[src/design/jag_mem_pkg.sv]
/* Memory glue shared types */
package jag_mem_pkg;

	// ========================================
	// Widths with a meaning
	// ========================================
	typedef logic [15:0] word16_t;     // Host download word
	typedef logic [7:0]  byte_t;       // Boot-ROM byte
	typedef logic [23:0] abus_t;       // Console byte address
	typedef logic [28:0] ddr_addr_t;   // DDR 64-bit word address
	typedef logic [63:0] ddr_data_t;
	typedef logic [7:0]  ddr_be_t;     // One enable per DDR byte lane
	typedef logic [31:0] cart_data_t;  // Cartridge read bus
	typedef logic [16:0] bios_addr_t;  // 128 KiB boot ROM

	// ========================================
	// Address map
	// ========================================
	// Cartridge image lives at 0x80_0000 in console space
	localparam abus_t CART_BASE = 24'h80_0000;

	// Upper DDR field, puts console space at 0x3000_0000
	localparam logic [7:0] DDR_REGION = 8'b0110000;

	// Download slots from the host menu
	localparam logic [5:0] IDX_CART   = 6'd1;
	localparam logic [5:0] IDX_BIOS_A = 6'd0;
	localparam logic [5:0] IDX_BIOS_B = 6'd2;

	// Checksum skip, turns the BEQ into a BRA
	localparam bios_addr_t PATCH_ADDR = 17'h0136E;
	localparam byte_t      PATCH_BYTE = 8'h60;

	// ========================================
	// Bundles
	// ========================================
	// Host download port
	typedef struct packed {
		logic        download;  // High for the whole transfer
		logic        wr;        // One-cycle word strobe
		logic [7:0]  index;     // Slot, only 5..0 decoded
		logic [24:0] addr;      // Byte offset into the file
		word16_t     data;
	} ioctl_t;

	// One DDR access, held until accepted
	typedef struct packed {
		logic      valid;
		logic      we;    // Low for reads
		abus_t     addr;  // Byte address, bits 2..0 dropped at the port
		ddr_data_t din;
		ddr_be_t   be;
	} ddr_req_t;

endpackage

[src/design/cart_loader.sv]
/* Cartridge loader into DDR */
module cart_loader (
	input  logic                  clk_sys,
	input  logic                  reset,
	input  jag_mem_pkg::ioctl_t   ioctl,
	input  logic                  load_accept,
	output jag_mem_pkg::ddr_req_t load_req,
	output logic                  load_active,
	output logic                  ioctl_wait
);

	logic                 old_download;  // Download level last cycle
	logic                 load_en;       // Cart download in progress
	logic                 req_valid;     // One write waiting for the arbiter
	logic                 cart_idx;
	logic                 dl_start;
	logic                 dl_end;
	logic                 wr_hit;
	jag_mem_pkg::abus_t   load_addr;     // Running byte address
	jag_mem_pkg::word16_t load_word;     // Swapped copy of the host word
	jag_mem_pkg::ddr_be_t load_be;

	assign cart_idx = ioctl.index[5:0] == jag_mem_pkg::IDX_CART;
	assign dl_start = ioctl.download && !old_download && cart_idx;  // Rising edge, cart slot
	assign dl_end   = old_download && !ioctl.download;              // Any download end
	assign wr_hit   = ioctl.wr && cart_idx;

	// ========================================
	// Control
	// ========================================
	always_ff @(posedge clk_sys) begin
		if (reset) begin
			old_download <= 1'b0;
			load_en      <= 1'b0;
			req_valid    <= 1'b0;
			ioctl_wait   <= 1'b0;
			load_addr    <= jag_mem_pkg::CART_BASE;
		end else begin
			old_download <= ioctl.download;

			// Restart at the cart base on every new image
			if (dl_start) begin
				load_addr <= jag_mem_pkg::CART_BASE;
				load_en   <= 1'b1;
			end else if (load_accept) begin
				load_addr <= load_addr + jag_mem_pkg::abus_t'(2);  // One 16-bit word done
			end

			if (wr_hit) begin
				req_valid  <= 1'b1;
				ioctl_wait <= 1'b1;  // Hold the host off until DDR takes it
			end else if (load_accept) begin
				req_valid  <= 1'b0;
				ioctl_wait <= 1'b0;
			end

			if (dl_end) begin
				load_en    <= 1'b0;
				ioctl_wait <= 1'b0;
			end
		end
	end

	// Host data arrives little end first
	always_ff @(posedge clk_sys) begin
		if (wr_hit)
			load_word <= {ioctl.data[7:0], ioctl.data[15:8]};
	end

	// Lane select from word position in the 64-bit line
	always_comb begin
		case (load_addr[2:1])
			2'd0:    load_be = 8'b1100_0000;
			2'd1:    load_be = 8'b0011_0000;
			2'd2:    load_be = 8'b0000_1100;
			default: load_be = 8'b0000_0011;
		endcase
	end

	assign load_req = '{valid: req_valid, we: 1'b1, addr: load_addr,
		din: {4{load_word}}, be: load_be};  // Same word on all lanes

	assign load_active = load_en || req_valid;  // Keeps the grant until the last write lands

endmodule

[config.mk]
export PLATFORM = sky130hd
export DESIGN_NAME = cart_loader
export DESIGN_NICKNAME = d
export VERILOG_FILES = /design/src/design/jag_mem_pkg.sv /design/src/design/cart_loader.sv
export SDC_FILE = /design/constraint.sdc
export NUM_CORES = 1
export LEC_CHECK = 0
export ABC_AREA = 1
export BUFFER_PORTS_ARGS = -buffer_cell sky130_fd_sc_hd__buf_2
export CORE_ASPECT_RATIO = 0.8
export CORE_MARGIN = 2
export CORE_UTILIZATION = 43
export CTS_BUF_LIST = sky130_fd_sc_hd__clkbuf_4
export DETAILED_ROUTE_END_ITERATION = 7
export PLACE_DENSITY_LB_ADDON = 0.15
export SETUP_SLACK_MARGIN = 0.4
export SKIP_LAST_GASP = 1
export SLEW_MARGIN = 10
export SYNTH_ARGS = -nofsm -noshare
export SYNTH_HDL_FRONTEND = slang
export SYNTH_SLANG_ARGS = --single-unit
[constraint.sdc]
create_clock -name clk_sys -period 1.52 [get_ports clk_sys]
set_input_delay 0.228 -clock clk_sys [delete_from_list [all_inputs] [get_ports clk_sys]]
set_output_delay 0.228 -clock clk_sys [all_outputs]
set_load 0.01 [all_outputs]
==> results.toml <==
[grt]
antenna_found_initial = 0
overflow = 0
grt_pass1_wl_um = 8935
grt_max_degree = 17
grt_usage = 0.1829
grt_pass1_vias = 1941

[route]
vias_per_cell = 4.734
vias = 2116
postRouteAntennaNets = 0
wl_um = 5674
drc_errors = 0
dr.pass1.iters = 4
drtIter0Drc = 49
wl_per_cell_um = 12.69

[floorplan]
io_pins = 154
core_area_sq_um = 5122
die_area_sq_um = 6030
die_w_um = 86.32
start_util = 0.4551
die_y_um = 69.86
num_rows = 23

[placed_design]
dp.cells = 424
place.gp.congestion = 0.8196
dp_worst_setup_slack_ps = -43.55
io_buffers = 124
place.detailed.hpwl_um = 3928

[synthesis]
syn_nets = 353
ys_types = 26
synth.ff_latch_count = 43
yosysWarnings = 0
syn-instance-count = 294
avgSynthCellArea_sq_um = 7.929
syn-cell-area_sq_um = 2331
ys_seq_area_frac = 0.4380

[sta]
max_freq_mhz = 722.0
rsz0062_at_grt = "true"
slew_violations = 0
worst_slack_ps = 135.0
hold_viol = 0
post-route-min-period_ps = 1385
fin_tns_setup_ps = 0
finClkSkew_ps = 14.30
fin_crit_sh = 0.9112
setup_violations = 0

[worst_setup_path]
cp_max_fo = 5
critical_path_class = "reg2out"
critPathCaptureType = "primary output"
arrival_ps = 1160
worstPathRequired_ps = 1290
worstSetupStartpointType = "flip-flop"

[final_layout]
final_common_cell = "buf_2"
final_cells = 447
fin_nets = 443
num_antenna_cells = 0
mostFrequentLayoutCells = "97 x buf_2, 50 x nand2_1, 46 x nor2_1, 29 x buf_6, 20 x dfxtp_4"
area.growth.synth_to_final_pct = 42.24
final_util = 0.6473
drive_gt1_frac = 0.5870

[power_and_ir_drop]
power_density_nw_per_um2 = 633.1
p_total_mw = 2.099
irDropWorstVdd_mv = 0.4531
p_leak_nw = 1.449

[clocking]
cts_buffers = 5
cts.htree.levels = 2
clock_sinks = 43
cts_tree = "yes"
clk_pin_slew_ps = 140
clockRootBuffer = "clkbuf_4"
clock_latency_ps = 360
clockBufferDepth = 2

[min_path]
min_path_type = "in2reg"

[status]
status = "finished clean"

[flow_run]
drv_cap = 0
## cell usage after synthesis
library cell	count	share of area
nand3_1	14	0.030
nor2_2	7	0.019
nand3_2	1	0.0043
o22ai_1	1	0.0027
ha_1	5	0.027
a21oi_1	9	0.019
edfxtp_1	16	0.21
nand2_2	3	0.0081
nand4_1	2	0.0054
nor3_1	1	0.0021
or2_0	1	0.0027
dfxtp_1	27	0.23
a21oi_2	1	0.0038
o21ai_0	2	0.0043
nor4_1	1	0.0027
o21bai_1	1	0.0032
inv_2	1	0.0016
inv_1	19	0.031
or2_2	1	0.0027
buf_6	1	0.0048
xor2_1	3	0.011
nand3b_1	1	0.0032
nor2_1	62	0.10
conb_1	2	0.0032
nand2_1	56	0.090
buf_4	56	0.18
## critical path: stages (launching register included)
cell and delay [ps]:
dfxtp_4 390, inv_2 80, ha_2 200, buf_2 130
## final cells by class
class / count / area (sq um)
clock buffers: 5 / 37.54
clock inverters: 3 / 43.79
well taps: 62 / 77.57
flip-flops and latches: 43 / 1104
repair buffers: 140 / 929.6
inverters: 20 / 83.83
multi-input cells: 174 / 1040
fillers: 425 / 1807
## final timing paths
kind	startpoint	end	slack, ps	depth (start not counted)
worst min register to register	ioctl_wait	ioctl_wait	470	2
worst min-delay path	ioctl[1]	load_word[9]	30	1
worst max-delay path	load_addr[1]	load_req[3]	140	3
worst max register to register	load_addr[2]	load_addr[15]	140	9
## layer usage
| layer | routed length, um | global-route usage | share of wire | vias to the layer above |
|---|---|---|---|---|
| met4 | 104 | 0.06250 | 0.018 | 0 |
| met2 | 2873 | 0.3221 | 0.51 | 93 |
| met1 | 2254 | 0.2166 | 0.40 | 964 |
| met3 | 442 | 0.04374 | 0.078 | 11 |
| li1 | - | - | - | 1048 |
| met5 | 0 | 0 | 0 | - |
## registers in the layout (all words and copies together), names as in the netlist
| name | count |
|---|---|
| ioctl_wait | 1 |
| load_addr | 23 |
| load_en | 1 |
| load_word | 16 |
| old_download | 1 |
| req_valid | 1 |
## power breakdown
group | switching (mW) | internal, mW
Sequential | 0.0110 | 1.17
Clock | 0.388 | 0.346
Combinational | 0.0925 | 0.0924
Total | 0.492 | 1.61
## what timing repair did
item	4_1_cts	5_1_grt
setup endpoints to repair	119	119
pin swaps	10	9
setup buffers	11	4
resized for setup	85	42
hold buffers	0	0
## kinds of logic (layout without fill, tap and decap cells)
family / after synthesis / in the layout / synth area share
other: 2 / 2 / 0.003222
AO/OA/AOI/OAI: 14 / 14 / 0.03328
flip-flops: 43 / 43 / 0.4380
buffers and inverters: 77 / 168 / 0.2174
adder cells (fa/ha/maj): 5 / 5 / 0.02684
AND/OR/NAND/NOR: 150 / 150 / 0.2700
XOR/XNOR: 3 / 3 / 0.01127
## stage by stage
stage | hold WS, ps | area, sq um
floorplan | 297.1 | 2379
global placement | 405.2 | 2653
detailed placement | 406.7 | 2653
CTS | 14.74 | 3109
global route | 9.053 | 3316
finish | 32.12 | 3316
Power figures use the tool's default switching activity.
