==> config.mk <==
export PLATFORM = sky130hd
export DESIGN_NAME = cart_reader
export DESIGN_NICKNAME = d
export VERILOG_FILES = /design/src/design/jag_mem_pkg.sv /design/src/design/cart_reader.sv
export SDC_FILE = /design/constraint.sdc
export NUM_CORES = 1
export LEC_CHECK = 0
export BUFFER_PORTS_ARGS = -buffer_cell sky130_fd_sc_hd__buf_2
export CAP_MARGIN = 40
export CORE_AREA = 2 2 96 89
export CTS_CLUSTER_DIAMETER = 100
export DETAILED_ROUTE_END_ITERATION = 6
export DIE_AREA = 0 0 98 91
export PLACE_DENSITY_LB_ADDON = 0.2
export SLEW_MARGIN = 5
export SYNTH_ARGS = -nofsm -noshare
export SYNTH_HDL_FRONTEND = slang
export SYNTH_SLANG_ARGS = --single-unit
==> constraint.sdc <==
create_clock -name clk_sys -period 5.9 [get_ports clk_sys]
set_input_delay 0.59 -clock clk_sys [delete_from_list [all_inputs] [get_ports clk_sys]]
set_output_delay 0.59 -clock clk_sys [all_outputs]
set_load 0.02 [all_outputs]
==> src/design/jag_mem_pkg.sv <==
/* Memory glue shared types */
package jag_mem_pkg;

	// ========================================
	// Widths with a meaning
	// ========================================
	typedef logic [15:0] word16_t;     // Host download word
	typedef logic [7:0]  byte_t;       // Boot-ROM byte
	typedef logic [23:0] abus_t;       // Console byte address
	typedef logic [28:0] ddr_addr_t;   // DDR 64-bit word address
	typedef logic [63:0] ddr_data_t;
	typedef logic [7:0]  ddr_be_t;     // One enable per DDR byte lane
	typedef logic [31:0] cart_data_t;  // Cartridge read bus
	typedef logic [16:0] bios_addr_t;  // 128 KiB boot ROM

	// ========================================
	// Address map
	// ========================================
	// Cartridge image lives at 0x80_0000 in console space
	localparam abus_t CART_BASE = 24'h80_0000;

	// Upper DDR field, puts console space at 0x3000_0000
	localparam logic [7:0] DDR_REGION = 8'b0110000;

	// Download slots from the host menu
	localparam logic [5:0] IDX_CART   = 6'd1;
	localparam logic [5:0] IDX_BIOS_A = 6'd0;
	localparam logic [5:0] IDX_BIOS_B = 6'd2;

	// Checksum skip, turns the BEQ into a BRA
	localparam bios_addr_t PATCH_ADDR = 17'h0136E;
	localparam byte_t      PATCH_BYTE = 8'h60;

	// ========================================
	// Bundles
	// ========================================
	// Host download port
	typedef struct packed {
		logic        download;  // High for the whole transfer
		logic        wr;        // One-cycle word strobe
		logic [7:0]  index;     // Slot, only 5..0 decoded
		logic [24:0] addr;      // Byte offset into the file
		word16_t     data;
	} ioctl_t;

	// One DDR access, held until accepted
	typedef struct packed {
		logic      valid;
		logic      we;    // Low for reads
		abus_t     addr;  // Byte address, bits 2..0 dropped at the port
		ddr_data_t din;
		ddr_be_t   be;
	} ddr_req_t;

endpackage

==> src/design/cart_reader.sv <==
/* Cartridge reads from DDR */
module cart_reader (
	input  logic                    clk_sys,
	input  logic                    reset,
	input  jag_mem_pkg::abus_t      abus,
	input  logic                    cart_ce_n,
	input  logic                    read_accept,
	input  jag_mem_pkg::ddr_data_t  ddr_dout,
	input  logic                    ddr_dout_ready,
	output jag_mem_pkg::ddr_req_t   read_req,
	output logic                    cart_wait,
	output jag_mem_pkg::cart_data_t cart_q
);

	logic               prev_ce_n;   // Select one cycle back
	jag_mem_pkg::abus_t prev_abus;   // Address one cycle back
	logic               trigger;
	logic               start;
	logic               rd_pending;  // Request not yet taken by the arbiter
	logic               wait_latch;  // Read in flight, console stalled
	jag_mem_pkg::abus_t rd_addr;

	// New access: select just fell, or address moved while selected
	assign trigger = !cart_ce_n && (prev_ce_n || (abus != prev_abus));

	// Console is stalled during a read so nothing new can show up
	assign start = trigger && !wait_latch;

	// ========================================
	// Request and wait tracking
	// ========================================
	always_ff @(posedge clk_sys) begin
		if (reset) begin
			prev_ce_n  <= 1'b1;
			prev_abus  <= '0;
			rd_pending <= 1'b0;
			wait_latch <= 1'b0;
		end else begin
			prev_ce_n <= cart_ce_n;
			prev_abus <= abus;

			if (start) begin
				rd_pending <= 1'b1;
				wait_latch <= 1'b1;
			end else begin
				if (read_accept)
					rd_pending <= 1'b0;
				if (ddr_dout_ready)
					wait_latch <= 1'b0;  // Data back, let the console go
			end
		end
	end

	// Address captured with the trigger
	always_ff @(posedge clk_sys) begin
		if (start)
			rd_addr <= abus;
	end

	// Enables are forced by the arbiter on reads
	assign read_req = '{valid: rd_pending, we: 1'b0, addr: rd_addr,
		din: '0, be: '1};

	// Drop wait in the data cycle itself
	assign cart_wait = wait_latch && !ddr_dout_ready;

	// 32-bit cart bus, bit 2 picks the half
	assign cart_q = !abus[2] ? ddr_dout[63:32] : ddr_dout[31:0];

endmodule

==> results.toml, run 1 <==
[outcome]
status = "finished, final reports clean"

[final_layout]
stdcell_area_um2 = 3379
diodes = 0
regArea_um2 = 1261
nFillCells = 804
fin_nets = 475
multi_input_comb_area_um2 = 1130
drive_above_1_share = 0.5065
syn2layout_area_growth_pct = 24.82

[setup_path]
arrival_ps = 1760
ff2ff_path_depth = 5
cp.required_ps = 5310
crit_end = "cart_q[21]"
rr_startpoint = "prev_abus[7]$_SDFF_PP0_"
crit_type = "input pin to output port"
cp-end-kind = "output port"
worstSetupStartpoint = "abus[2]"
path_max_fanout = 35
r2r_slack_ps = 4100
start_kind = "input pin"
regToRegEndpoint = "rd_addr[15]$_DFFE_PP_"

[synth]
yosysWarnings = 0
ys.flop_type = "dfxtp_1"
yosysMostFrequentCell = "buf_4"
synth_edf_count = 24
synthTopCellsByCount = "buf_4, mux2_2, dfxtp_1, nor2b_1, edfxtp_1"
ys_seq_elements = 51
yosysUniqueCellTypes = 19
netlist.area_leader.share = 0.2662
netlist_instances = 233
ys_seq_area_frac = 0.4658
netlist_area_um2 = 2708
avgSynthCellArea_um2 = 11.62
synthArstFlopShare = 0
yosys-top-cells-area = "edfxtp_1, buf_4, dfxtp_1, mux2_2, nor2b_1"
yosys.area.top_type = "edfxtp_1"

[placement]
port_buffers = 150
hpwl_um = 4687
postPlaceCellArea_um2 = 3273
gp_congestion = 0.7081

[clocking]
htree_levels = 2
clk_latency_ps = 290
clk_pin_slew_ps = 90
postCtsResizedCells = 0
cts_root_buffer = "clkbuf_8"
cts_buffer_depth = 2
cts_setup_buffers = 0
cts-hold-fix-buffers = 0
numCtsBuffers = 5
tritoncts = "yes"
cts.sinks = 51

[sta]
slew_viol_final = 0
worstMarginPinSlew_ps = 738.9
finClkSkew_ps = 7.924
fin_crit_sh = 0.3979
hold_viol = 0
slew_headroom = 0.5074
finalSetupViolations = 0
post-route-min-period_ps = 2347
setup-tns-final_ps = 0
fmax_mhz = 426.0
rsz0062_at_grt = "no"

[route]
wl_met2_um = 2984
wl_met1_um = 2252
wire_per_inst_um = 11.93
routed_wl_um = 5748
viasPerCell = 3.846
route.antenna.remaining_nets = 0
top_layer_used = "met4"
vias = 1854
dr_wl_met3_um = 476
drc = 0
drt_iter0_drc = 37
firstDrtPassIters = 4

[flow_run]
maxCapViolCount = 0

[power_and_ir_drop]
powerDensity_nw_per_um2 = 244.8
finalPower_w = 0.0008273
leakagePower_nw = 1.638
vdd_drop_max_mv = 0.08588

[die]
dieWidth_um = 98
pin_count = 224
core_um2 = 7874
die_h_um = 91
die_area_um2 = 8918
core.rowCount = 31
start_util = 0.3439

[min_path]
min_from = "abus[18]"
hp-class = "input pin to flop"

[global_route]
globalRouteOverflowTotal = 0
grt_start_max_net_pins = 36
antenna_found_initial = 0
grt_pass1_vias = 1727
gr-usage-all-layers = 0.1195
grt_pass1_wl_um = 8556
## worst max-delay path, cell delays in order
cell and delay (ps):
buf_2 570, mux2_2 420, buf_2 160
## registers in the layout, summed over array words and instances, names as in the netlist
name and count:
wait_latch 1, prev_abus 24, rd_pending 1, rd_addr 24, prev_ce_n 1
## per-stage QoR
step	std cells	hold slack, ps	util	setup WS (ps)
finish	482	500.7	0.4292	3553
global route	482	484.5	0.4292	3417
CTS	482	491.1	0.4292	3535
detailed placement	474	610.3	0.4157	3223
global placement	474	602.9	0.4157	3267
floorplan	304	572.0	-	3226
## cell type report
| class | instances | share of cell area |
|---|---|---|
| Clock buffer | 7 | 0.02258 |
| Clock inverter | 1 | 0.008886 |
| Sequential cell | 51 | 0.3732 |
| Tap cell | 99 | 0.03665 |
| Timing Repair Buffer | 151 | 0.2244 |
| Multi-Input combinational cell | 173 | 0.3343 |
## where the power goes
part	switching, W	internal, W
sequential	0.00000615	0.000392
combinational	0.000125	0.0000710
clock	0.000106	0.000127
total	0.000237	0.000590
## cell families after synthesis
family,count (synthesis),share of synthesized area
other,2,0.002774
and+or+nand+nor,41,0.09196
AOI/OAI and AO/OA,3,0.01201
buffers and inverters,80,0.2167
xor gates and xnor gates,24,0.07763
DFF,51,0.4658
muxes,32,0.1331
## cells in the final DEF, fill, tap and decap left out
master / instances
or2_2: 1
and4_4: 1
conb_1: 73
bufinv_16: 1
nor3_1: 1
nand3_1: 1
nand4_1: 2
clkbuf_8: 5
nor4_1: 5
xnor2_1: 11
edfxtp_1: 24
dfxtp_1: 27
buf_4: 1
xor2_1: 13
nor2b_1: 26
nor2_1: 4
a21boi_2: 1
clkbuf_1: 2
buf_2: 150
a211oi_2: 2
mux2_2: 32
## worst min-delay path by stage
stage	end	slack [ps]	cells past startpoint
4_1_cts	rd_addr[18]$_DFFE_PP_	490	1
2_1_floorplan	rd_pending$_SDFFE_PP0P_	570	3
6_report	rd_addr[18]$_DFFE_PP_	500	1
3_5_place_dp	wait_latch$_SDFFE_PP0P_	610	3
3_3_place_gp	wait_latch$_SDFFE_PP0P_	600	3
5_1_grt	rd_addr[13]$_DFFE_PP_	480	1
## layer usage
metal,vias to the layer above,track usage
met5,-,0
met4,0,0.02778
met3,4,0.03618
met2,98,0.2061
met1,830,0.1464
li1,922,-
No activity file was read; power rests on OpenSTA's default activity.
==> run 2: changes to the inputs <==
clock period = 1.9 ns   (was 5.9 ns; I/O delays follow)
==> results.toml, run 2 (synthesis gave the netlist of run 1 again) <==
[placement]
dp_slack_ps = 132.6
hpwl_um = 4628
postPlaceCellArea_um2 = 3293
gp_congestion = 0.7739
placed_cells = 475
port_buffers = 150

[sta]
fin_crit_sh = 0.9381
setup-tns-final_ps = 0
finClkSkew_ps = 6.737
hold_ws_ps = 98.77
rsz0062_at_grt = "no"
slew_headroom = 0.6465
worstMarginPinSlew_ps = 530.3
fmax_mhz = 561.1
post-route-min-period_ps = 1782
hold_viol = 0
slew_viol_final = 0
worst_slack_ps = 117.7
finalSetupViolations = 0

[power_and_ir_drop]
leakagePower_nw = 1.647
powerDensity_nw_per_um2 = 757.5
vdd_drop_max_mv = 0.2911

[final_layout]
top_regs = "prev_abus: 24 flops, rd_addr: 24 flops"
syn2layout_area_growth_pct = 25.55
diodes = 0
final_common_cell = "buf_2"
multi_input_comb_area_um2 = 1130
final_cell_mix = "buf_2, conb_1, mux2_2, dfxtp_1, nor2b_1"
stdcell_count = 483
drive_above_1_share = 0.5078
nFillCells = 780
stdcell_area_um2 = 3400
regArea_um2 = 1261
fin_nets = 476

[route]
vias = 1908
viasPerCell = 3.950
route.antenna.remaining_nets = 0
routed_wl_um = 5690
firstDrtPassIters = 2
wire_per_inst_um = 11.78
drc = 0
drt_iter0_drc = 42

[min_path]
min_from = "abus[10]"
hold_path_end = "rd_addr[10]$_DFFE_PP_"
hp-class = "input pin to flop"
hold_depth = 1

[flow_run]
maxCapViolCount = 0

[setup_path]
slowest_delay_ps = 430
r2r_slack_ps = 120
crit_type = "flop to flop"
path_max_fanout = 20
cp-end-kind = "flop"
cp.required_ps = 1970
ff2ff_path_depth = 5
rr_startpoint = "prev_abus[7]$_SDFF_PP0_"
cpMaxStageDelayCell = "nor4_1"
start_kind = "flop"
path_cells = "xor2_1, nor4_1, and4_4, a21boi_2, buf_12"
arrival_ps = 1850
regToRegEndpoint = "rd_addr[17]$_DFFE_PP_"

[global_route]
antenna_found_initial = 0
grt_start_max_net_pins = 35
grt_pass1_wl_um = 8604
gr-usage-all-layers = 0.1209
grt_pass1_vias = 1766
globalRouteOverflowTotal = 0

[clocking]
cts_buffer_depth = 2
cts.sinks = 51
cts_root_buffer = "clkbuf_8"
clk_pin_slew_ps = 80
postCtsResizedCells = 0
cts_setup_buffers = 0
numCtsBuffers = 5
tritoncts = "yes"
cts-hold-fix-buffers = 0
clk_latency_ps = 300
htree_levels = 2

[die]
core_um2 = 7874
pin_count = 224
dieWidth_um = 98
die_area_um2 = 8918
core.rowCount = 31
die_h_um = 91
start_util = 0.3439

[outcome]
status = "finished, final reports clean"
## run 2: worst max path at each step
stage	slack (ps)	depth (start not counted)	to	start
floorplan	60	5	rd_addr[0]$_DFFE_PP_	abus[2]
global placement	190	6	rd_addr[3]$_DFFE_PP_	abus[7]
detailed placement	130	6	rd_addr[20]$_DFFE_PP_	abus[7]
CTS	120	5	rd_addr[21]$_DFFE_PP_	prev_abus[7]$_SDFF_PP0_
global route	30	5	rd_addr[21]$_DFFE_PP_	prev_abus[7]$_SDFF_PP0_
finish	120	5	rd_addr[17]$_DFFE_PP_	prev_abus[7]$_SDFF_PP0_
## run 2: layout make-up
class / instances / share of cell area
Sequential cell: 51 / 0.3710
Multi-Input combinational cell: 173 / 0.3324
Timing Repair Buffer: 152 / 0.2289
Tap cell: 99 / 0.03644
Clock buffer: 7 / 0.02245
Clock inverter: 1 / 0.008833
## run 2: critical path, delay by kind of cell, from the launching register on
family / cells / cell delay [ps]
xor gates and xnor gates: 1 / 150
and+or+nand+nor: 2 / 770
DFF: 1 / 310
buffers and inverters: 1 / 190
AOI/OAI and AO/OA: 1 / 120
## run 2: per-layer routing
| layer | vias to the layer above | track usage | routed length [um] |
|---|---|---|---|
| li1 | 923 | - | - |
| met1 | 879 | 0.1433 | 2194 |
| met2 | 98 | 0.2089 | 2942 |
| met3 | 8 | 0.03541 | 470 |
| met4 | 0 | 0.04051 | 83 |
| met5 | - | 0 | 0 |
## run 2: per-stage QoR
| stage | power, W | utilization |
|---|---|---|
| 2_1_floorplan | 0.001783 | - |
| 5_1_grt | 0.002709 | 0.4318 |
| 3_3_place_gp | 0.001874 | 0.4182 |
| 3_5_place_dp | 0.001879 | 0.4182 |
| 6_report | 0.002575 | 0.4318 |
| 4_1_cts | 0.002611 | 0.4318 |
## run 2: power by group
group	switching [W]	leakage, nW	internal, W
Clock	0.000329	0.0524	0.000394
Sequential	0.0000186	0.456	0.00122
Combinational	0.000390	1.14	0.000226
Total	0.000738	1.65	0.00184
