File: src/design/jag_mem_pkg.sv
/* Memory glue shared types */
package jag_mem_pkg;

	// ========================================
	// Widths with a meaning
	// ========================================
	typedef logic [15:0] word16_t;     // Host download word
	typedef logic [7:0]  byte_t;       // Boot-ROM byte
	typedef logic [23:0] abus_t;       // Console byte address
	typedef logic [28:0] ddr_addr_t;   // DDR 64-bit word address
	typedef logic [63:0] ddr_data_t;
	typedef logic [7:0]  ddr_be_t;     // One enable per DDR byte lane
	typedef logic [31:0] cart_data_t;  // Cartridge read bus
	typedef logic [16:0] bios_addr_t;  // 128 KiB boot ROM

	// ========================================
	// Address map
	// ========================================
	// Cartridge image lives at 0x80_0000 in console space
	localparam abus_t CART_BASE = 24'h80_0000;

	// Upper DDR field, puts console space at 0x3000_0000
	localparam logic [7:0] DDR_REGION = 8'b0110000;

	// Download slots from the host menu
	localparam logic [5:0] IDX_CART   = 6'd1;
	localparam logic [5:0] IDX_BIOS_A = 6'd0;
	localparam logic [5:0] IDX_BIOS_B = 6'd2;

	// Checksum skip, turns the BEQ into a BRA
	localparam bios_addr_t PATCH_ADDR = 17'h0136E;
	localparam byte_t      PATCH_BYTE = 8'h60;

	// ========================================
	// Bundles
	// ========================================
	// Host download port
	typedef struct packed {
		logic        download;  // High for the whole transfer
		logic        wr;        // One-cycle word strobe
		logic [7:0]  index;     // Slot, only 5..0 decoded
		logic [24:0] addr;      // Byte offset into the file
		word16_t     data;
	} ioctl_t;

	// One DDR access, held until accepted
	typedef struct packed {
		logic      valid;
		logic      we;    // Low for reads
		abus_t     addr;  // Byte address, bits 2..0 dropped at the port
		ddr_data_t din;
		ddr_be_t   be;
	} ddr_req_t;

endpackage

File: src/design/ddr_arbiter.sv
/* DDR port arbiter */
module ddr_arbiter (
	input  logic                   clk_sys,
	input  logic                   reset,
	input  jag_mem_pkg::ddr_req_t  load_req,
	input  logic                   load_active,
	input  jag_mem_pkg::ddr_req_t  read_req,
	input  logic                   ddr_busy,
	output logic                   load_accept,
	output logic                   read_accept,
	output jag_mem_pkg::ddr_addr_t ddr_addr,
	output logic                   ddr_rd,
	output logic                   ddr_we,
	output jag_mem_pkg::ddr_data_t ddr_din,
	output jag_mem_pkg::ddr_be_t   ddr_be
);

	logic                  grant_load;  // 1 = loader owns the port
	logic                  pend;        // Granted side has something to send
	logic                  go;          // Access issued this cycle
	jag_mem_pkg::ddr_req_t sel;

	// Reader is never eligible during a load
	assign pend = grant_load ? load_req.valid : (read_req.valid && !load_active);
	assign go   = pend && !ddr_busy;

	// ========================================
	// Grant
	// ========================================
	always_ff @(posedge clk_sys) begin
		if (reset) begin
			grant_load <= 1'b0;
		end else if (!pend) begin
			grant_load <= load_active;  // Switch only between requests
		end
	end

	assign load_accept = go && grant_load;
	assign read_accept = go && !grant_load;

	assign sel = grant_load ? load_req : read_req;

	// ========================================
	// DDR side
	// ========================================
	assign ddr_addr = {jag_mem_pkg::DDR_REGION, sel.addr[23:3]};  // 64-bit word address
	assign ddr_we   = go && sel.we;
	assign ddr_rd   = go && !sel.we;
	assign ddr_din  = sel.din;
	assign ddr_be   = sel.we ? sel.be : '1;  // Controller wants all lanes on reads

endmodule

File: config.mk
export PLATFORM = sky130hd
export DESIGN_NAME = ddr_arbiter
export DESIGN_NICKNAME = d
export VERILOG_FILES = /design/src/design/jag_mem_pkg.sv /design/src/design/ddr_arbiter.sv
export SDC_FILE = /design/constraint.sdc
export NUM_CORES = 1
export LEC_CHECK = 0
export ABC_AREA = 1
export BUFFER_PORTS_ARGS = -buffer_cell sky130_fd_sc_hd__clkbuf_2
export CAP_MARGIN = 15
export CORE_AREA = 2 2 117 119
export CTS_CLUSTER_DIAMETER = 150
export CTS_CLUSTER_SIZE = 16
export DETAILED_ROUTE_END_ITERATION = 7
export DIE_AREA = 0 0 119 121
export PLACE_DENSITY = 0.48
export REMOVE_ABC_BUFFERS = 1
export SETUP_SLACK_MARGIN = 0.1
export SLEW_MARGIN = 20
export SYNTH_ARGS = -nofsm -noshare
export SYNTH_HDL_FRONTEND = slang
export SYNTH_SLANG_ARGS = --single-unit
export TNS_END_PERCENT = 20
File: constraint.sdc
create_clock -name clk_sys -period 0.8 [get_ports clk_sys]
set_input_delay 0.04 -clock clk_sys [delete_from_list [all_inputs] [get_ports clk_sys]]
set_output_delay 0.04 -clock clk_sys [all_outputs]
set_load 0.005 [all_outputs]
==> results of run 1 <==
[logic make-up after synthesis]
group / after synthesis
flip-flops: 1
AND/OR/NAND/NOR: 290
AO/OA/AOI/OAI: 1
buffers and inverters: 32
other: 2
[layout make-up]
class	instances	area, sq um
sequential	1	23.8
inverter	4	22.5
multi-input combinational	299	1250
timing repair buffer	314	1850
tap	176	220
fill	1522	9710
[how the worst max path moves through the flow]
| stage | endpoint | depth (start not counted) |
|---|---|---|
| floorplan | ddr_rd | 4 |
| global placement | ddr_we | 6 |
| detailed placement | ddr_rd | 6 |
| CTS | ddr_din[38] | 5 |
| global route | ddr_be[2] | 6 |
| finish | ddr_be[6] | 6 |
[stage by stage]
| step | cell area, sq um | worst slack [ns] | hold slack, ns | TNS (ns) |
|---|---|---|---|---|
| final | 3370 | -0.253 | 0.203 | -18.70 |
| after global routing | 3370 | -0.291 | 0.216 | -23.40 |
| after CTS | 3280 | -0.255 | 0.207 | -19.46 |
| after detailed placement | 3030 | -0.262 | 0.201 | -18.75 |
| after global placement | 3030 | -0.249 | 0.211 | -18.04 |
| after floorplan | 1180 | -2.26 | 0.109 | -199.43 |
[report_power, final]
group | switching (uW) | leakage [uW] | internal [uW]
logic | 907 | 0.00229 | 1040
clock network | 0 | 0 | 0
registers | 11.0 | 0.00000891 | 53.5
total | 918 | 0.00230 | 1090
[placed cells by master (no fill, tap or decap)]
cell type	instances
clkbuf_2	275
nand2_1	254
nand2_2	18
buf_2	12
buf_6	10
conb_1	8
nand3_1	6
buf_4	6
buf_16	5
nor2_1	4
buf_12	4
nand2_4	3
nand3_2	3
nand2_8	2
inv_1	2
inv_8	1
inv_2	1
a21oi_2	1
clkbuf_16	1
dfxtp_4	1
buf_8	1
[worst reg2reg max path, delay by kind of cell (launching register included)]
kind                   cells  cell delay (ns)
DFF                        1             0.40
AOI/OAI and AO/OA          1             0.13
buffers and inverters      1             0.15
and+or+nand+nor            1             0.07
[layer usage]
| layer | GRT usage [%] | part of all wire [%] |
|---|---|---|
| met1 | 11.9 | 38 |
| met3 | 1.46 | 8.3 |
| met5 | 0 | 0 |
| met4 | 0.446 | 0.21 |
| met2 | 22.0 | 54 |
[repair_timing]
action                     CTS  global route
hold buffers                 0             0
setup buffers                6             0
pin swaps                   11             5
setup endpoints to repair   98            98
resized for setup           32            35
cloned                       3             1
==> out/metrics.csv, run 1 <==
stage,metric,value,unit
critical_path,CP max stage delay,0.40,ns
sta,RSZ-0062 raised after global routing,true,
logic_synthesis,"Seq/Total Area, Yosys",1.44,%
logic_synthesis,Yosys cell types,13,
route,First DRT Iteration DRCs,66,
global_route,largest net degree at the start of global routing,42,
logic_synthesis,mux share of post-synthesis cell area,0,%
route,Routed Antenna Nets,0,
critical_path,Worst Path Max Fanout,6,
critical_path,CP bufs+invs,3,
logic_synthesis,yosys warns,0,
clock_network,clk_lat worst skew,0,ns
logic_synthesis,simple-gate area share of the yosys netlist,80.0,%
logic_synthesis,"Top FF cell, synth",dfxtp_1,
critical_path,CP max-delay cell,dfxtp_4,
status,status,"complete, but fails checks",
logic_synthesis,Seq cells post-synth,1,
place,post-DP HPWL,6970,um
critical_path,WP data arrival,1.01,ns
logic_synthesis,synth top area cells,"nand2_1 74%, buf_4 8.1%, buf_6 6.5%",
finish,share of layout cells above drive strength 1,55.7,%
route,drt drc,0,
clock_network,"Reg clk slew, reported paths",0,ns
job,MaxCap Viol Count,0,
worst_hold_path,HP Class,primary input to flop,
logic_synthesis,Post-Synth XOR/XNOR Area,0,%
global_route,initial antenna violation count,0,
logic_synthesis,most frequent cell after synthesis,nand2_1,
logic_synthesis,fraction of registers with async set/reset,0,%
logic_synthesis,cells after synthesis,326,
floorplan,Ports,305,
floorplan,Core ar.,0.0131,sq mm
sta,Worst Clk Skew,0,ns
power_and_ir_drop,Leakage,0.00230,uW
route,DR WL/cell,11.1,um
place,Inst Count DP,784,
route,DRT Pass-1 Iters,4,
status,failing checks,setup timing,
sta,clock period minus worst slack,1.05,ns
logic_synthesis,cell taking the most area after synthesis,nand2_1,
place,GPL Wtd Cong,0.758,
sta,upper clock frequency limit,950,MHz
floorplan,DIE AREA,0.0144,sq mm
global_route,number of global-route vias before repair,2654,
logic_synthesis,largest family of logic cells by synthesized area,simple AND/OR/NAND/NOR gates,
critical_path,R2R cell count,3,
finish,fin cells,794,
critical_path,"Cell Chain, Critical Path",buf_12 -> nand2_8 -> buf_6 -> nand2_1 -> nand3_1 -> clkbuf_2,
critical_path,endpoint class of the critical path,output port,
worst_hold_path,Hold Startpoint,reset,
worst_hold_path,hold endpoint,grant_load,
critical_path,Critical Path RT,0.76,ns
floorplan,Die W,119,um
route,total wire length,8850,um
power_and_ir_drop,total power,2010,uW
critical_path,worst r2r dst,grant_load,
critical_path,CP top delay family,buffers and inverters,
floorplan,die height,121,um
sta,fin crit share,132,%
sta,final setup fails,98,
finish,Area Growth Syn to Fin,143,%
logic_synthesis,top post-synthesis cells by count,"275 x nand2_1, 15 x buf_4, 9 x nand3_1",
logic_synthesis,Post-Synth Adder-Cell Area,0,%
sta,final hold vios,0,
global_route,Total Routing Usage GR,10.6,%
global_route,total gr overflow,0,
sta,final worst setup slack,-0.253,ns
worst_hold_path,Hold Crit Depth,2,
critical_path,Worst setup SP type,flop,
floorplan,Rows,42,
critical_path,Critical path origin,grant_load,
floorplan,Initial Utilization,10.6,%
critical_path,flop2flop setup slack,-0.02,ns
finish,diode count,0,
logic_synthesis,Synth Area in Compound Gates,0.361,%
finish,# nets final,820,
route,Via-to-Cell Ratio,3.70,
place,port bufs,290,
global_route,first-pass GRT wire length,12700,um
critical_path,FF-to-FF Start,grant_load,
power_and_ir_drop,Pwr Density,597,mW/mm^2
critical_path,WS Path Type,flop to output port,
logic_synthesis,Mapped Area,0.00139,sq mm
power_and_ir_drop,peak supply drop,0.249,mV
logic_synthesis,Mapped Avg Cell Area,4.26,sq um
logic_synthesis,top-area cell type share of the netlist area,74.4,%
finish,Largest regs,grant_load: 1 flops,
finish,Finished Core Util,25.8,%
logic_synthesis,"EDFF count, synth",0,
finish,Largest register FFs,1,
route,Vias,2938,
finish,largest register by flop count,grant_load,
sta,max-slew violation count,0,
No activity file was read; power rests on OpenSTA's default activity.
==> run 2: changes to the inputs <==
--- a/config.mk
+++ b/config.mk
@@ -8,12 +8,12 @@
 export ABC_AREA = 1
 export BUFFER_PORTS_ARGS = -buffer_cell sky130_fd_sc_hd__clkbuf_2
 export CAP_MARGIN = 15
-export CORE_AREA = 2 2 117 119
+export CORE_AREA = 2 2 119 121
 export CTS_CLUSTER_DIAMETER = 150
 export CTS_CLUSTER_SIZE = 16
 export DETAILED_ROUTE_END_ITERATION = 7
-export DIE_AREA = 0 0 119 121
-export PLACE_DENSITY = 0.48
+export DIE_AREA = 0 0 121 123
+export PLACE_DENSITY = 0.46
 export REMOVE_ABC_BUFFERS = 1
 export SETUP_SLACK_MARGIN = 0.1
 export SLEW_MARGIN = 20
==> constraint.sdc (replaced) <==
create_clock -name clk_sys -period 1.15 [get_ports clk_sys]
set_input_delay 0.0575 -clock clk_sys [delete_from_list [all_inputs] [get_ports clk_sys]]
set_output_delay 0.0575 -clock clk_sys [all_outputs]
set_load 0.005 [all_outputs]
==> run 2 against run 1 <==
The flow now finishes without violations. Register-to-register slack better by 0.39 ns. Sequential power is 32% lower. Flip-flop and latch count stayed put. Critical endpoint is now ddr_we. Largest cell class unchanged.
==> out/metrics.csv, run 2 (synthesis results as in run 1) <==
stage,metric,value,unit,change
status,status,"finished, final reports clean",,"was complete, but fails checks"
worst_hold_path,HP Class,primary input to flop,,unchanged
clock_network,"Reg clk slew, reported paths",0,ns,about the same
critical_path,worst r2r dst,grant_load,,unchanged
power_and_ir_drop,Psw,588,uW,was 918 uW
finish,fin cells,789,,was 794
critical_path,flop2flop setup slack,0.37,ns,was -0.02 ns
critical_path,Critical Path RT,1.09,ns,was 0.76 ns
worst_hold_path,Hold Startpoint,reset,,unchanged
global_route,number of global-route vias before repair,2468,,"was 2,654"
global_route,first-pass GRT wire length,11400,um,"was 12,700 um"
floorplan,die height,123,um,was 121 um
finish,most frequent cells in the layout,"285 x clkbuf_2, 270 x nand2_1, 8 x conb_1",,"was 275 x clkbuf_2, 254 x nand2_1, 18 x nand2_2"
critical_path,WP data arrival,0.99,ns,was 1.01 ns
finish,Area Growth Syn to Fin,128,%,was 143%
floorplan,Ports,305,,unchanged
finish,combined area of the multi-input logic cells,0.00120,sq mm,was 0.00125 sq mm
critical_path,R2R cell count,3,,unchanged
sta,final worst setup slack,0.107,ns,was -0.253 ns
finish,"most common cell after layout, fill and taps aside",clkbuf_2,,unchanged
sta,RSZ-0062 raised after global routing,true,,unchanged
sta,WHS,0.211,ns,was 0.203 ns
sta,final setup fails,0,,was 98
route,DRT Pass-1 Iters,4,,unchanged
floorplan,DIE AREA,0.0149,sq mm,was 0.0144 sq mm
global_route,initial antenna violation count,0,,unchanged
global_route,Total Routing Usage GR,9.06,%,was 10.6%
critical_path,FF-to-FF Start,grant_load,,unchanged
power_and_ir_drop,Clk pwr share,0,%,about the same
critical_path,Worst Path Max Fanout,10,,was 6
floorplan,Core ar.,0.0136,sq mm,was 0.0131 sq mm
sta,Worst Clk Skew,0,ns,unchanged
route,First DRT Iteration DRCs,83,,was 66
finish,largest register by flop count,grant_load,,unchanged
place,port bufs,290,,unchanged
sta,final hold vios,0,,unchanged
finish,share of layout cells above drive strength 1,52.1,%,was 55.7%
power_and_ir_drop,Internal Power,689,uW,was 1090 uW
power_and_ir_drop,Leakage,0.00222,uW,was 0.00230 uW
route,Via-to-Cell Ratio,3.55,,was 3.70
power_and_ir_drop,net switching fraction of the power,46.1,%,was 45.6%
global_route,largest net degree at the start of global routing,37,,was 42
critical_path,WS Path Type,flop to output port,,unchanged
power_and_ir_drop,peak supply drop,0.239,mV,was 0.249 mV
floorplan,Die W,121,um,was 119 um
clock_network,clk_lat worst skew,0,ns,about the same
place,post-DP HPWL,6730,um,was 6970 um
finish,Reg area,23.8,sq um,unchanged
critical_path,CP max stage delay,0.38,ns,was 0.40 ns
finish,# nets final,811,,was 820
finish,Largest register FFs,1,,unchanged
global_route,total gr overflow,0,,unchanged
sta,max-slew violation count,0,,unchanged
power_and_ir_drop,Pwr Density,404,mW/mm^2,was 597 mW/mm^2
route,DR WL/cell,10.4,um,was 11.1 um
floorplan,Initial Utilization,10.2,%,was 10.6%
sta,clock period minus worst slack,1.04,ns,
job,MaxCap Viol Count,0,,unchanged
finish,Largest regs,grant_load: 1 flops,,unchanged
route,Routed Antenna Nets,0,,unchanged
sta,upper clock frequency limit,958,MHz,
route,total wire length,8180,um,was 8850 um
place,"worst slack, placed",0.0414,ns,was -0.262 ns
critical_path,Worst setup SP type,flop,,unchanged
clock_network,cts hold-fix bufs,0,,unchanged
route,Vias,2799,,"was 2,938"
critical_path,CP max-delay cell,dfxtp_4,,unchanged
worst_hold_path,Hold Crit Depth,2,,unchanged
place,GPL Wtd Cong,0.751,,was 0.758
power_and_ir_drop,Combinational Power Share,96.6,%,was 96.8%
route,drt drc,0,,unchanged
place,Inst Count DP,783,,was 784
power_and_ir_drop,Sequential Power Share,3.4,%,was 3.2%
finish,Filler cells,1615,,"was 1,522"
critical_path,endpoint class of the critical path,output port,,unchanged
critical_path,"Cell Chain, Critical Path",buf_12 -> nand2_8 -> nand2_8 -> inv_1 -> nor2_1 -> buf_2,,was buf_12 -> nand2_8 -> buf_6 -> nand2_1 -> nand3_1 -> clkbuf_2
floorplan,Rows,43,,was 42
sta,fin crit share,90.7,%,
worst_hold_path,hold endpoint,grant_load,,unchanged
finish,diode count,0,,unchanged
critical_path,crit-path most repeated cell,nand2_8,,
==> run 2: metrics by stage <==
step | setup TNS, ns | util, % | area [sq um] | power (uW)
floorplan | -166.83 | - | 1180 | 470
global placement | 0 | 22.1 | 3010 | 1220
detailed placement | 0 | 22.1 | 3010 | 1210
CTS | 0 | 22.6 | 3080 | 1260
global route | 0 | 23.3 | 3170 | 1440
finish | 0 | 23.3 | 3170 | 1280
==> run 2: worst max-delay path by stage <==
stage	start	cells past startpoint	to
after floorplan	grant_load	4	ddr_rd
after global placement	grant_load	6	ddr_we
after detailed placement	grant_load	6	ddr_we
after CTS	grant_load	6	ddr_we
after global routing	grant_load	5	ddr_din[19]
final	grant_load	6	ddr_we
==> run 2: power groups by stage <==
stage               registers, uW  logic, uW  clock network, uW
floorplan                    78.9        391                  0
global placement             42.5       1180                  0
detailed placement           42.6       1170                  0
CTS                          43.8       1210                  0
global route                 44.2       1400                  0
finish                       43.7       1230                  0
==> run 2: area by class of cell <==
cell class	count	area share [%]
inverter	4	0.632
timing repair buffer	305	53.6
sequential	1	0.751
tap	180	7.11
multi-input combinational	299	37.9
==> run 2: repair_timing <==
item / in CTS / in global routing
setup endpoints to repair: 7 / 67
cloned: 1 / 2
resized for setup: 4 / 18
pin swaps: 0 / 3
buffers inserted: 3 / 1
==> run 2: per-layer routing <==
| metal | GRT usage (%) | part of all wire, % |
|---|---|---|
| met2 | 18.4 | 53 |
| met3 | 0.876 | 8.1 |
| met1 | 10.6 | 38 |
| met4 | 0.509 | 0.61 |
| met5 | 0 | 0 |
==> run 2: critical path: cells and delay by family (launching register included) <==
kind,cells,cell delay [ns]
buffers and inverters,3,0.31
flip-flops,1,0.38
AND/OR/NAND/NOR,3,0.27
==> run 3: changes to the inputs <==
--- a/config.mk
+++ b/config.mk
@@ -5,7 +5,6 @@
 export SDC_FILE = /design/constraint.sdc
 export NUM_CORES = 1
 export LEC_CHECK = 0
-export ABC_AREA = 1
 export BUFFER_PORTS_ARGS = -buffer_cell sky130_fd_sc_hd__clkbuf_2
 export CAP_MARGIN = 15
 export CORE_AREA = 2 2 119 121
@@ -13,7 +12,7 @@
 export CTS_CLUSTER_SIZE = 16
 export DETAILED_ROUTE_END_ITERATION = 7
 export DIE_AREA = 0 0 121 123
-export PLACE_DENSITY = 0.46
+export PLACE_DENSITY = 0.45
 export REMOVE_ABC_BUFFERS = 1
 export SETUP_SLACK_MARGIN = 0.1
 export SLEW_MARGIN = 20
==> run 3 against run 2 <==
The flow now finishes with violations (setup timing). Clock skew did not move. Hold slack improved by 0.016 ns. Final cell count fell by 25%. Sequential power fell by 3%. Critical endpoint is now ddr_rd.
==> out/metrics.csv, run 3 <==
stage,metric,value,unit,change
critical_path,WS Path Type,flop to output port,,unchanged
finish,"most common cell after layout, fill and taps aside",clkbuf_2,,unchanged
floorplan,Ports,305,,unchanged
logic_synthesis,Yosys cell types,17,,was 13
critical_path,Worst setup SP type,flop,,unchanged
finish,combined area of the multi-input logic cells,0.00127,sq mm,was 0.00120 sq mm
clock_network,clk_lat worst skew,0,ns,about the same
logic_synthesis,synth top area cells,"mux2_2 76%, o22a_1 5.5%, buf_4 5.3%",,"was nand2_1 74%, buf_4 8.1%, buf_6 6.5%"
critical_path,WP data arrival,1.20,ns,was 0.99 ns
finish,Largest regs,grant_load: 1 flops,,unchanged
route,First DRT Iteration DRCs,17,,was 83
logic_synthesis,most frequent cell after synthesis,mux2_2,,was nand2_1
route,Via-to-Cell Ratio,3.59,,was 3.55
worst_hold_path,Hold Crit Depth,2,,unchanged
critical_path,CP top delay family,simple AND/OR/NAND/NOR gates,,was flip-flops
critical_path,CP bufs+invs,1,,was 3
critical_path,Critical Path RT,1.09,ns,about the same
critical_path,R2R cell count,3,,unchanged
worst_hold_path,HP Class,primary input to flop,,unchanged
route,Vias,2116,,"was 2,799"
sta,max-slew violation count,0,,unchanged
critical_path,Crit path depth,3,,was 6
critical_path,"Cell Chain, Critical Path",or4b_4 -> a21oi_4 -> clkbuf_2,,was buf_12 -> nand2_8 -> nand2_8 -> inv_1 -> nor2_1 -> buf_2
job,MaxCap Viol Count,0,,unchanged
logic_synthesis,cell taking the most area after synthesis,mux2_2,,was nand2_1
clock_network,"Reg clk slew, reported paths",0,ns,about the same
place,post-DP HPWL,6150,um,was 6730 um
sta,final hold vios,0,,unchanged
logic_synthesis,Seq cells post-synth,1,,unchanged
logic_synthesis,"Top FF cell, synth",dfxtp_1,,unchanged
global_route,number of global-route vias before repair,1978,,"was 2,468"
finish,share of layout cells above drive strength 1,95.1,%,was 52.1%
floorplan,DIE AREA,0.0149,sq mm,unchanged
global_route,total gr overflow,0,,unchanged
global_route,largest net degree at the start of global routing,49,,was 37
logic_synthesis,fraction of registers with async set/reset,0,%,unchanged
global_route,first-pass GRT wire length,9060,um,"was 11,400 um"
logic_synthesis,"Seq/Total Area, Yosys",1.58,%,was 1.44%
critical_path,Worst Path Max Fanout,4,,was 10
sta,WHS,0.227,ns,was 0.211 ns
logic_synthesis,Mapped Area,0.00127,sq mm,was 0.00139 sq mm
finish,Filler cells,1515,,"was 1,615"
critical_path,CP max-delay cell,or4b_4,,was dfxtp_4
route,Routed Antenna Nets,0,,unchanged
critical_path,FF-to-FF Start,grant_load,,unchanged
critical_path,Critical path origin,grant_load,,unchanged
place,port bufs,290,,unchanged
sta,final worst setup slack,-0.109,ns,was 0.107 ns
route,DRT Pass-1 Iters,2,,was 4
power_and_ir_drop,Pwr Density,399,mW/mm^2,was 404 mW/mm^2
place,Area after DPL,0.00288,sq mm,was 0.00301 sq mm
sta,upper clock frequency limit,794,MHz,was 958 MHz
critical_path,endpoint class of the critical path,output port,,unchanged
sta,final setup fails,77,,was 0
sta,fin crit share,109,%,was 90.7%
finish,# nets final,611,,was 811
logic_synthesis,top-area cell type share of the netlist area,76.3,%,was 74.4%
global_route,initial antenna violation count,0,,unchanged
logic_synthesis,"EDFF count, synth",0,,unchanged
worst_hold_path,Hold Startpoint,reset,,unchanged
status,failing checks,setup timing,,
sta,clock period minus worst slack,1.26,ns,was 1.04 ns
place,GPL Wtd Cong,0.726,,was 0.751
logic_synthesis,Mapped Avg Cell Area,10.1,sq um,was 4.26 sq um
floorplan,Core ar.,0.0136,sq mm,unchanged
floorplan,Initial Utilization,9.32,%,was 10.2%
floorplan,Die W,121,um,unchanged
finish,diode count,0,,unchanged
sta,Worst Clk Skew,0,ns,unchanged
finish,Area Growth Syn to Fin,146,%,was 128%
place,"worst slack, placed",-0.113,ns,was 0.0414 ns
floorplan,Rows,43,,unchanged
status,status,"complete, but fails checks",,"was finished, final reports clean"
finish,Final Instance Area,0.00312,sq mm,was 0.00317 sq mm
global_route,Total Routing Usage GR,7.41,%,was 9.06%
floorplan,die height,123,um,unchanged
logic_synthesis,cells after synthesis,126,,was 326
critical_path,CP max stage delay,0.56,ns,was 0.38 ns
finish,most frequent cells in the layout,"288 x clkbuf_2, 54 x mux2_2, 32 x mux2_4",,"was 285 x clkbuf_2, 270 x nand2_1, 8 x conb_1"
sta,RSZ-0062 raised after global routing,true,,unchanged
power_and_ir_drop,peak supply drop,0.146,mV,was 0.239 mV
route,drt drc,0,,unchanged
logic_synthesis,yosys warns,0,,unchanged
route,total wire length,7070,um,was 8180 um
clock_network,cts hold-fix bufs,0,,unchanged
logic_synthesis,top post-synthesis cells by count,"86 x mux2_2, 9 x buf_4, 8 x o22a_1",,"was 275 x nand2_1, 15 x buf_4, 9 x nand3_1"
sta,total negative setup slack,-2.29,ns,was 0 ns
route,DR WL/cell,12.0,um,was 10.4 um
finish,largest register by flop count,grant_load,,unchanged
finish,Largest register FFs,1,,unchanged
finish,Reg area,23.8,sq um,unchanged
power_and_ir_drop,Leakage,0.00181,uW,was 0.00222 uW
==> run 3: cell types whose count changed in the layout (fill, tap and decap cells not counted), moves of 4 or more <==
cell	before	now
nand3_1	6	0
buf_4	5	1
nand2_2	4	0
o22a_1	0	8
mux2_2	0	54
buf_2	5	1
mux2_4	0	32
nand2_1	270	0
==> run 3: worst paths after layout <==
check,slack [ns],end
max,-0.11,ddr_rd
min,0.23,grant_load
min reg2reg,0.80,grant_load
max reg2reg,0.26,grant_load
==> run 3: kinds of logic (layout without fill, tap and decap cells) <==
family	Yosys count	in the layout	share of synthesized area (%)
compound gates	11	11	7.49
flops	1	1	1.58
other cells	2	8	0.592
buf+inv	21	298	11.2
simple gates	5	5	2.76
mux	86	86	76.3
==> run 3: power by group <==
group | total, uW | leakage [uW] | switching [uW] | internal, uW
combinational | 1200 | 0.00180 | 427 | 774
sequential | 42.5 | 0.00000891 | 5.28 | 37.2
clock | 0 | 0 | 0 | 0
total | 1240 | 0.00181 | 433 | 812
==> run 3: metrics by stage <==
| stage | util, % | power (uW) | instances |
|---|---|---|---|
| floorplan | - | 494 | 113 |
| global placement | 21.1 | 1110 | 585 |
| detailed placement | 21.1 | 1120 | 585 |
| CTS | 21.3 | 1130 | 586 |
| global route | 22.9 | 1350 | 589 |
| finish | 22.9 | 1240 | 589 |
==> run 3: layout make-up <==
cell class / count / area share (%)
repair buffers: 296 / 51.0
multi-input cells: 110 / 40.8
well taps: 180 / 7.22
flip-flops and latches: 1 / 0.762
inverters: 2 / 0.241
==> run 3: timing repair <==
item | in CTS | in global routing
buffers inserted | 1 | 1
resized for setup | 2 | 40
cloned | 0 | 2
setup endpoints to repair | 97 | 97
pin swaps | 1 | 0
==> run 3: per-layer routing <==
metal	part of all wire (%)	global-route usage, %	wire, um
met1	37	8.03	2650
met2	52	15.5	3680
met3	10	1.43	736
met4	0	0	0
met5	0	0	0
